`src/mulCtrlPkg.sv`:
```
`default_nettype none

package mulCtrlPkg;

  // Controller states
  typedef enum logic [1:0] {
    Idle,
    Busy,
    Hold
  } mulStateT;

  // Wide enough for 24 steps at one row per cycle
  localparam int StepCountWidth = 5;

  typedef logic [StepCountWidth-1:0] stepCountT;

endpackage

`default_nettype wire

```
`src/mulPkg.sv`:
```
`default_nettype none

package mulPkg;

  // Operand and product widths
  localparam int OperandWidth = 24;
  localparam int ProductWidth = 2 * OperandWidth;

  // Rows evaluated per clock unless the top level picks another value
  // OperandWidth must be a multiple of it
  localparam int DefaultRowsPerCycle = 4;

  // Unsigned multiplicand or multiplier
  typedef logic [OperandWidth-1:0] operandT;

  // Full unsigned product
  typedef logic [ProductWidth-1:0] productT;

endpackage

`default_nettype wire

```
`src/mulControl.sv`:
```
`timescale 1ns/1ps
`default_nettype none

module mulControl (
  input  logic clk,
  input  logic rstN,
  input  logic inValid,
  output logic inReady,
  output logic outValid,
  input  logic outReady,
  input  logic lastStep,
  output logic load,
  output logic step
);

  import mulCtrlPkg::*;

  mulStateT state;
  mulStateT nextState;

  logic inFire;
  logic outFire;

  // Channel status follows the state alone
  assign inReady  = (state == Idle);
  assign outValid = (state == Hold);

  assign inFire  = inValid && inReady;
  assign outFire = outValid && outReady;

  // Operands are captured on the accepting edge
  assign load = inFire;
  assign step = (state == Busy);

  always_comb begin
    nextState = state;
    case (state)
      Idle: begin
        if (inFire) begin
          nextState = Busy;
        end
      end
      Busy: begin
        if (step && lastStep) begin
          nextState = Hold;
        end
      end
      Hold: begin
        // Result held until the consumer takes it
        if (outFire) begin
          nextState = Idle;
        end
      end
      default: begin
        nextState = Idle;
      end
    endcase
  end

  always_ff @(posedge clk or negedge rstN) begin
    if (!rstN) begin
      state <= Idle;
    end else begin
      state <= nextState;
    end
  end

endmodule

`default_nettype wire

```
`src/partialRowStage.sv`:
```
`timescale 1ns/1ps
`default_nettype none

module partialRowStage #(
  parameter int RowsPerCycle = mulPkg::DefaultRowsPerCycle
) (
  input  mulPkg::operandT          multiplicand,
  input  mulPkg::operandT          sumIn,
  input  logic [RowsPerCycle-1:0]  multiplierBits,
  output mulPkg::operandT          sumOut,
  output logic [RowsPerCycle-1:0]  retiredBits
);

  import mulPkg::*;

  // Running sum entering each row, the last entry leaves the stage
  wire [OperandWidth-1:0] rowSum [RowsPerCycle+1];

  // Lowest sum bit of every row
  wire [RowsPerCycle-1:0] retired;

  assign rowSum[0] = sumIn;

  for (genvar row = 0; row < RowsPerCycle; row++) begin : gRow
    // Partial product of this row
    wire [OperandWidth-1:0] partial;
    // Full adder sums before the one-bit shift
    wire [OperandWidth-1:0] rowBits;
    // Ripple carry, bit 0 is the row's carry-in
    wire [OperandWidth:0]   carry;

    assign partial  = multiplicand & {OperandWidth{multiplierBits[row]}};
    assign carry[0] = 1'b0;

    for (genvar bitIdx = 0; bitIdx < OperandWidth; bitIdx++) begin : gBit
      wire halfSum;

      assign halfSum         = rowSum[row][bitIdx] ^ partial[bitIdx];
      assign rowBits[bitIdx] = halfSum ^ carry[bitIdx];
      assign carry[bitIdx+1] = (rowSum[row][bitIdx] & partial[bitIdx]) |
                               (carry[bitIdx] & halfSum);
    end

    // Bit 0 is final, the carry-out becomes the new top of the sum
    assign retired[row]  = rowBits[0];
    assign rowSum[row+1] = {carry[OperandWidth], rowBits[OperandWidth-1:1]};
  end

  assign sumOut      = rowSum[RowsPerCycle];
  assign retiredBits = retired;

endmodule

`default_nettype wire

```
`src/productAccumulator.sv`:
```
`timescale 1ns/1ps
`default_nettype none

module productAccumulator #(
  parameter int RowsPerCycle = mulPkg::DefaultRowsPerCycle
) (
  input  logic            clk,
  input  logic            rstN,
  input  logic            load,
  input  logic            step,
  input  mulPkg::operandT operandA,
  input  mulPkg::operandT operandB,
  output mulPkg::productT product
);

  import mulPkg::*;

  operandT multiplicand;
  operandT multiplier;

  // Upper half of the product as it builds up
  operandT runSum;

  // Retired product bits, filled from the top down
  operandT productLow;

  operandT                 nextSum;
  logic [RowsPerCycle-1:0] retiredBits;

  // Retired bits joined above the low register, shifted by one step
  logic [OperandWidth+RowsPerCycle-1:0] lowShift;

  partialRowStage #(
    .RowsPerCycle(RowsPerCycle)
  ) uRowStage (
    .multiplicand  (multiplicand),
    .sumIn         (runSum),
    .multiplierBits(multiplier[RowsPerCycle-1:0]),
    .sumOut        (nextSum),
    .retiredBits   (retiredBits)
  );

  assign lowShift = {retiredBits, productLow};

  always_ff @(posedge clk or negedge rstN) begin
    if (!rstN) begin
      multiplicand <= '0;
      multiplier   <= '0;
      runSum       <= '0;
      productLow   <= '0;
    end else if (load) begin
      multiplicand <= operandA;
      multiplier   <= operandB;
      runSum       <= '0;
      productLow   <= '0;
    end else if (step) begin
      runSum     <= nextSum;
      // Next group of multiplier bits moves to the bottom
      multiplier <= multiplier >> RowsPerCycle;
      productLow <= lowShift[OperandWidth+RowsPerCycle-1:RowsPerCycle];
    end
  end

  assign product = {runSum, productLow};

endmodule

`default_nettype wire

```
`src/seqArrayMultiplier.sv`:
```
`timescale 1ns/1ps
`default_nettype none

module seqArrayMultiplier #(
  parameter int RowsPerCycle = mulPkg::DefaultRowsPerCycle
) (
  input  logic            clk,
  input  logic            rstN,
  // Request channel
  input  logic            inValid,
  output logic            inReady,
  input  mulPkg::operandT operandA,
  input  mulPkg::operandT operandB,
  // Result channel
  output logic            outValid,
  input  logic            outReady,
  output mulPkg::productT product
);

  logic load;
  logic step;
  logic lastStep;

  mulControl uControl (
    .clk     (clk),
    .rstN    (rstN),
    .inValid (inValid),
    .inReady (inReady),
    .outValid(outValid),
    .outReady(outReady),
    .lastStep(lastStep),
    .load    (load),
    .step    (step)
  );

  // Tracks the steps of one operation
  stepCounter #(
    .RowsPerCycle(RowsPerCycle)
  ) uStepCounter (
    .clk     (clk),
    .rstN    (rstN),
    .load    (load),
    .step    (step),
    .lastStep(lastStep)
  );

  // Shift-and-add data path
  productAccumulator #(
    .RowsPerCycle(RowsPerCycle)
  ) uAccumulator (
    .clk     (clk),
    .rstN    (rstN),
    .load    (load),
    .step    (step),
    .operandA(operandA),
    .operandB(operandB),
    .product (product)
  );

endmodule

`default_nettype wire

```
`src/stepCounter.sv`:
```
`timescale 1ns/1ps
`default_nettype none

module stepCounter #(
  parameter int RowsPerCycle = mulPkg::DefaultRowsPerCycle
) (
  input  logic clk,
  input  logic rstN,
  input  logic load,
  input  logic step,
  output logic lastStep
);

  import mulPkg::*;
  import mulCtrlPkg::*;

  localparam int        NumSteps  = OperandWidth / RowsPerCycle;
  localparam stepCountT LastCount = stepCountT'(NumSteps - 1);

  // Steps completed in the current operation
  stepCountT count;

  always_ff @(posedge clk or negedge rstN) begin
    if (!rstN) begin
      count <= '0;
    end else if (load) begin
      count <= '0;
    end else if (step) begin
      count <= count + 1'b1;
    end
  end

  // High during the final step
  assign lastStep = (count == LastCount);

endmodule

`default_nettype wire

```
`config.mk`:
```
export PLATFORM = sky130hd
export DESIGN_NAME = seqArrayMultiplier
export DESIGN_NICKNAME = d
export VERILOG_FILES = /design/src/mulCtrlPkg.sv /design/src/mulPkg.sv /design/src/mulControl.sv /design/src/partialRowStage.sv /design/src/productAccumulator.sv /design/src/seqArrayMultiplier.sv /design/src/stepCounter.sv
export SDC_FILE = /design/constraint.sdc
export NUM_CORES = 1
export LEC_CHECK = 0
export ABC_AREA = 1
export BUFFER_PORTS_ARGS = -buffer_cell sky130_fd_sc_hd__buf_2
export CORE_MARGIN = 2
export CORE_UTILIZATION = 45
export DETAILED_ROUTE_END_ITERATION = 10
export PLACE_DENSITY = 0.65
export SYNTH_ARGS = -nofsm -noshare
export SYNTH_HDL_FRONTEND = slang
export SYNTH_SLANG_ARGS = --single-unit
export TNS_END_PERCENT = 30
```
`constraint.sdc`:
```
create_clock -name clk -period 15.24 [get_ports clk]
set_input_delay 1.524 -clock clk [delete_from_list [all_inputs] [get_ports clk]]
set_output_delay 1.524 -clock clk [all_outputs]
set_load 0.005 [all_outputs]
```
# Yosys cells after proc, flatten, opt, wreduce, memory -nomap -nowiden
# Cells that the tools add are included.
[totals]
ff_bits = 103
latch_bits = 0
ram_bits = 0
romBits = 0
input_bits = 52
out_inout_bits = 50
elab_cells = 503
n_memories = 0
[classes]
add_sub_neg = 1
n_mul = 0
div_mod_pow = 0
order_cmp = 0
eq_ne = 6
shifts = 0
n_mux = 12
bitwise_logic = 472
n_reduce_logical = 6
[ops]
columns = ["operator", "n"]
rows = [
  ["$and 1x1->1", 188],
  ["$xor 1x1->1", 188],
  ["$mux 24", 6],
  ["$and 24x24->24", 4],
  ["$or 1x1->1", 92],
  ["$mux 5", 2],
  ["$mux 2", 3],
  ["$ne 2x2->1 const B", 3],
  ["$pmux 2 s3", 1],
  ["$add 5x1->5 const B", 1],
  ["$eq 5x3->1 const B", 1],
  ["$logic_and 1x1->1", 3],
  ["$reduce_and 3->1", 1],
  ["$eq 2x1->1 const B", 1],
  ["$eq 2x2->1 const B", 1],
  ["$logic_not 2->1", 1],
  ["$reduce_bool 2->1", 1],
]

# Logic depth before layout (Yosys ltp)
[logic_depth]
ltp_word = 62
depth_mapped = 41
ltp_nobuf = 40

# Hierarchy
# From an unflattened synthesis, not the netlist that was laid out.
[hier_totals]
hier_cells = 836
area_unflattened_um2 = 7283.2
[by_module_without_submodules]
columns = ["module", "instances", "cells_each", "area_per_inst_um2", "seq_area_each_um2"]
rows = [
  ["productAccumulator", 1, 437, 3981.3, 2402.3],
  ["partialRowStage", 1, 349, 2901.5, 0.0],
  ["stepCounter", 1, 34, 286.5, 125.1],
  ["mulControl", 1, 16, 113.9, 50.0],
]

# Worst setup path after synthesis
# OpenSTA, ideal clock, no wires.
[synth_path]
kind = "register -> register"
start = "register uAccumulator.multiplier[0]"
end = "register uAccumulator.runSum[22]"
setup_ns = 0.130
arrival_time_ns = 12.636
required_ns = 15.110
slack_ns = 2.474
stages_incl_launch_ff = 38
path_buffers = 2
cell_sequence = "dfrtp_1 clkbuf_1 clkbuf_1 nand2_1 fa_1 fa_1 inv_1 fa_1 fa_1 fa_1 fa_1 fa_1 fa_1 fa_1 fa_1 fa_1 fa_1 fa_1 [2 not listed] fa_1 fa_1 fa_1 fa_1 fa_1 fa_1 fa_1 fa_1 fa_1 fa_1 fa_1 fa_1 inv_1 fa_1 inv_1 fa_1 nand2_1 o21ai_0"
[synth_between]
elab_chain_cells = 61
elab_cells_between_ends = 442
classes_between = "mux (2); bitwise (440)"
[synth_rtl]
columns = ["element", "line", "rtl"]
rows = [
  ["from (decl)", "productAccumulator.sv:19", "operandT multiplier;"],
  ["from (signal assigned)", "productAccumulator.sv:53", "multiplier <= operandB;"],
  ["from (signal assigned)", "productAccumulator.sv:59", "multiplier <= multiplier >> RowsPerCycle;"],
  ["$and 24x24->24 *", "partialRowStage.sv:32", "assign partial = multiplicand & {OperandWidth{multiplierBits[row]}};"],
  ["$and 1x1->1 or $xor 1x1->1 (tied branches)", "partialRowStage.sv:40, partialRowStage.sv:38", ""],
  ["$and 1x1->1", "partialRowStage.sv:41", "(carry[bitIdx] & halfSum);"],
  ["$or 1x1->1", "partialRowStage.sv:40", "assign carry[bitIdx+1] = (rowSum[row][bitIdx] & partial[bitIdx]) |"],
  ["$and 1x1->1 or $xor 1x1->1 (tied branches)", "partialRowStage.sv:41, partialRowStage.sv:39", ""],
  ["$or 1x1->1 or $xor 1x1->1 (tied branches)", "partialRowStage.sv:40, partialRowStage.sv:38", ""],
  ["$and 1x1->1 or $xor 1x1->1 (tied branches)", "partialRowStage.sv:41, partialRowStage.sv:39", ""],
  ["$or 1x1->1 or $xor 1x1->1 (tied branches)", "partialRowStage.sv:40, partialRowStage.sv:38", ""],
  ["[45 not listed]", "--", ""],
  ["$or 1x1->1 or $xor 1x1->1 (tied branches)", "partialRowStage.sv:40, partialRowStage.sv:38", ""],
  ["$and 1x1->1 or $xor 1x1->1 (tied branches)", "partialRowStage.sv:41, partialRowStage.sv:39", ""],
  ["$or 1x1->1 or $xor 1x1->1 (tied branches)", "partialRowStage.sv:40, partialRowStage.sv:38", ""],
  ["$and 1x1->1", "partialRowStage.sv:41", ""],
  ["$or 1x1->1", "partialRowStage.sv:40", ""],
  ["$xor 1x1->1 *", "partialRowStage.sv:39", "assign rowBits[bitIdx] = halfSum ^ carry[bitIdx];"],
  ["$mux 24 *", "productAccumulator.sv:56", "end else if (step) begin"],
  ["$mux 24 *", "productAccumulator.sv:51", "end else if (load) begin"],
  ["to (signal assigned)", "productAccumulator.sv:57", "runSum <= nextSum;"],
  ["to (decl)", "productAccumulator.sv:22", "operandT runSum;"],
]
# Every way passes the cells marked *; elsewhere a longest branch is shown, timed or not. The select of a mux whose other input is x is not followed.
# A chain may end at the register's enable or synchronous reset.

# Final worst setup path
[layout_path]
start = "register uAccumulator.multiplicand[0]"
end = "register uAccumulator.runSum[22]"
[layout_between]
elab_chain_cells = 61
elab_cells_between_ends = 399
classes_between = "mux (2); bitwise (397)"
[layout_rtl]
columns = ["element", "line", "rtl"]
rows = [
  ["from (decl)", "productAccumulator.sv:18", "operandT multiplicand;"],
  ["from (signal assigned)", "productAccumulator.sv:52", "multiplicand <= operandA;"],
  ["$and 24x24->24", "partialRowStage.sv:32", ""],
  ["$and 1x1->1", "partialRowStage.sv:40", ""],
  ["$and 1x1->1", "partialRowStage.sv:41", ""],
  ["$or 1x1->1", "partialRowStage.sv:40", ""],
  ["$and 1x1->1 or $xor 1x1->1 (tied branches)", "partialRowStage.sv:41, partialRowStage.sv:39", ""],
  ["$or 1x1->1 or $xor 1x1->1 (tied branches)", "partialRowStage.sv:40, partialRowStage.sv:38", ""],
  ["$and 1x1->1 or $xor 1x1->1 (tied branches)", "partialRowStage.sv:41, partialRowStage.sv:39", ""],
  ["$or 1x1->1 or $xor 1x1->1 (tied branches)", "partialRowStage.sv:40, partialRowStage.sv:38", ""],
  ["[45 not listed]", "--", ""],
  ["$or 1x1->1 or $xor 1x1->1 (tied branches)", "partialRowStage.sv:40, partialRowStage.sv:38", ""],
  ["$and 1x1->1 or $xor 1x1->1 (tied branches)", "partialRowStage.sv:41, partialRowStage.sv:39", ""],
  ["$or 1x1->1 or $xor 1x1->1 (tied branches)", "partialRowStage.sv:40, partialRowStage.sv:38", ""],
  ["$and 1x1->1", "partialRowStage.sv:41", ""],
  ["$or 1x1->1", "partialRowStage.sv:40", ""],
  ["$xor 1x1->1 *", "partialRowStage.sv:39", ""],
  ["$mux 24 *", "productAccumulator.sv:56", ""],
  ["$mux 24 *", "productAccumulator.sv:51", ""],
]
# Marked as above.

==> qor_table.md <==
| Parameter | Reported | Unit |
|---|---|---|
| Initial antenna violation count | 0 | - |
| CTS Root Buffer Type | sky130_fd_sc_hd__clkbuf_16 | - |
| Sequential power share | 0.259 | - |
| Run status | complete, no violations | - |
| Clock transition time at the flip-flop clock pins of the worst setup and hold paths | 80 | ps |
| Wire length reported by the detailed router | 14.6 | mm |
| Die outline area | 0.0165 | mm2 |
| DP HPWL | 10.6 | mm |
| Clock tree sinks | 103 | - |
| Final critical-path share of the clock period | 0.857 | - |
| Number of synthesized register bits | 103 | - |
| Post-synth EDFFs | 0 | - |
| Mapped Area | 0.00695 | mm2 |
| Number of inserted diodes | 0 | - |
| Max-cap viol count | 0 | - |
| Worst vdd rail ir drop | 0.107 | mV |
| Number of hold buffers added after CTS | 0 | - |
| Cell type with the highest aggregate area in the netlist | sky130_fd_sc_hd__dfrtp_1 | - |
| Final instance area | 0.00784 | mm2 |
| Largest cells by area after synthesis | sky130_fd_sc_hd__dfrtp_1, sky130_fd_sc_hd__fa_1, sky130_fd_sc_hd__nand2_1 | - |
| Share of the synthesized area in the top cell type | 0.371 | - |
| Die Width | 128 | um |
| Flip-flop cell with the highest count after synthesis | sky130_fd_sc_hd__dfrtp_1 | - |
| Combined area of the multi-input logic cells | 0.00358 | mm2 |
| Pin count of the biggest net entering global routing | 66 | - |
| Slowest cell on the critical path | sky130_fd_sc_hd__fa_1 | - |
| Slew @ Worst Pin | 1150 | ps |
| Synthesis-to-finish area growth | 12.8 | % |
| Switching Power | 0.941 | mW |
| Power density of the placed cells | 254 | mW/mm2 |
| Async set-or-reset flop fraction in the synthesized netlist | 1.00 | - |
| Syn Area/Cell | 9.11 | um2 |
| Worst hold slack across all endpoints | 487 | ps |
| Final setup violation count | 0 | - |
| Number of instances on the worst hold path | 2 | - |
| RePlAce Congestion | 0.824 | - |
| Overall Power | 1.99 | mW |
| Worst-case hold path end point | uAccumulator.productLow[1] | - |
| Count of warnings emitted by yosys | 0 | - |
| Worst Setup Path Type | flop to flop | - |
| Switching portion of total power | 0.472 | - |
| Total area of sequential cells | 0.00258 | mm2 |
| Reg-to-reg startpoint | uAccumulator.multiplicand[0] | - |
| Global routing usage summed across all routing layers | 0.195 | - |
| DP Area | 0.00755 | mm2 |
| Combinational Power Share | 0.625 | - |
| Post-layout instance count excluding filler cells | 1040 | - |
| Register-to-Register Setup Slack | 2180 | ps |
| DR WL/cell | 14.0 | um |
| Worst-skew pair later-pin latency | 360 | ps |
| H-Tree Level Count | 3 | - |
| Initial Utilization | 0.459 | - |
| Final Worst Setup Slack | 2180 | ps |
| Fraction of final layout cells with drive strength greater than 1 | 0.176 | - |
| Sort of element at the end of the critical path | flop | - |
| Maximum fanout along the worst path | 5 | - |
| Inserted Clock Buffers | 9 | - |
| Number of filler instances in the final layout | 1429 | - |
| Max Buffers Root-to-Sink | 2 | - |
| Cell Count Post-Placement | 1024 | - |
| CTS tree | done | - |
| Hold Path Origin | uAccumulator.productLow[1] | - |
| Die height | 128 | um |
| Peak per-stage delay on the critical path | 500 | ps |
| Achievable frequency | 76.6 | MHz |
| Via count of the first global-routing pass | 5001 | - |
| Final number of hold-violating endpoints | 0 | - |
| Rel. slew slack | 0.232 | - |
| Total Negative Setup Slacks | 0 | ps |
| Buffers inserted during post-CTS setup optimization | 0 | - |
| Standard cell core area | 0.0151 | mm2 |
| Tightest Hold Check Type | flop to flop | - |
| Unrepaired setup endpoints after global routing | no | - |
| FF-to-FF End | uAccumulator.runSum[22] | - |
| I/O pins | 102 | - |
| Unique cell type count in the Yosys netlist | 21 | - |
| Share of power burned in the clock network | 0.117 | - |
| Count of vias placed by the detailed router | 4918 | - |
| Sequential cell area fraction in the yosys report | 0.371 | - |
| Category of the worst setup path launch point | flop | - |
| Cells on worst reg2reg path | 38 | - |
| Worst setup slack after placement | 2120 | ps |
| Final layout net count | 997 | - |
| Critical Path AT | 13270 | ps |
| Synth top cells by count | sky130_fd_sc_hd__nand2_1, sky130_fd_sc_hd__inv_1, sky130_fd_sc_hd__dfrtp_1, sky130_fd_sc_hd__fa_1, sky130_fd_sc_hd__o21ai_0 | - |
| Required time worst endpoint | 15450 | ps |
| Iteration count of the initial detailed-routing pass | 5 | - |
| Final ANT Viol Nets | 0 | - |
| Most repeated library cell on the critical path | sky130_fd_sc_hd__fa_1 | - |
| Internal Power | 1.05 | mW |
| Max-slew violation count | 0 | - |
| Total nets after synthesis | 913 | - |
| Initial DRC Count | 227 | - |
| Port-buffer cells | 101 | - |
| Post-layout utilization of the core | 0.518 | - |
| Most instantiated library cell after synthesis | sky130_fd_sc_hd__nand2_1 | - |
| Standby leakage power | 4.50 | nW |
| Remaining DRCs | 0 | - |
| Cell Rows | 45 | - |
| Final critical-path required period | 13060 | ps |
| Number of instances in the synthesized netlist | 763 | - |
| Total of cells resized after clock tree synthesis | 0 | - |
| Worst setup skew after layout | 17.6 | ps |
| Wire length of the first global-routing pass | 24.7 | mm |
| Total overflow reported by the global router | 0 | - |
| Average via count per standard cell | 4.73 | - |
[cell families after synthesis]
kind of cell | Yosys count | synth area share
DFF | 103 | 0.371
and+or+nand+nor | 309 | 0.172
AOI/OAI and AO/OA | 59 | 0.0666
buffers and inverters | 194 | 0.114
adders and majority gates | 98 | 0.276
[power groups by stage]
stage / clock network [mW] / logic [mW] / registers (mW)
finish: 0.232 / 1.24 / 0.515
global route: 0.250 / 1.47 / 0.534
CTS: 0.238 / 1.28 / 0.516
detailed placement: 0 / 1.28 / 0.520
global placement: 0 / 1.25 / 0.518
floorplan: 0 / 0.980 / 0.485
[critical path, delay by kind of cell, from the launching register on]
kind | cells | cell delay (ps)
compound gates | 1 | 70
buf+inv | 5 | 310
simple gates | 2 | 140
flops | 1 | 420
fa+ha+maj | 30 | 12030
[cells in the final DEF, fill, tap and decap left out, drive strengths merged]
| cell | netlist | routed |
|---|---|---|
| fa | 92 | 92 |
| inv | 161 | 165 |
| nand3 | 19 | 19 |
| nand4 | 1 | 1 |
| ha | 6 | 6 |
| dfrtp | 103 | 103 |
| nand2 | 281 | 281 |
| o22ai | 19 | 19 |
| o21ai | 36 | 36 |
| buf | 19 | 106 |
| nor2 | 8 | 8 |
| o211ai | 4 | 4 |
| clkbuf | 14 | 9 |
| clkinv | 0 | 3 |
[layer usage]
layer,vias to the layer above,share of wire,GRT usage
li1,2398,-,-
met4,0,0.014,0.0524
met5,-,0,0
met3,15,0.033,0.0484
met1,2437,0.43,0.248
met2,68,0.52,0.335
[cell type report]
class | count | area share
inverter | 161 | 0.0770
multi-input combinational | 466 | 0.457
sequential | 103 | 0.329
clock buffer | 9 | 0.0287
tap | 188 | 0.0300
clock inverter | 7 | 0.00925
timing repair buffer | 106 | 0.0695
[state kept, by name, summed over array words and instances (netlist names)]
signal / cells
uAccumulator.multiplicand: 24
uAccumulator.multiplier: 24
uAccumulator.productLow: 24
uAccumulator.runSum: 24
uStepCounter.count: 5
uControl.state: 2
[worst max-delay path by stage]
stage                                       from                      end  slack, ps  cells after the start
global route        uAccumulator.multiplicand[0]  uAccumulator.runSum[22]       1660                     38
global placement      uAccumulator.multiplier[0]  uAccumulator.runSum[22]       2320                     38
detailed placement  uAccumulator.multiplicand[0]  uAccumulator.runSum[22]       2120                     38
finish              uAccumulator.multiplicand[0]  uAccumulator.runSum[22]       2180                     38
CTS                 uAccumulator.multiplicand[0]  uAccumulator.runSum[22]       2090                     38
floorplan             uAccumulator.multiplier[0]  uAccumulator.runSum[22]       2470                     37
Note: power is estimated with default switching activity, not from simulation.
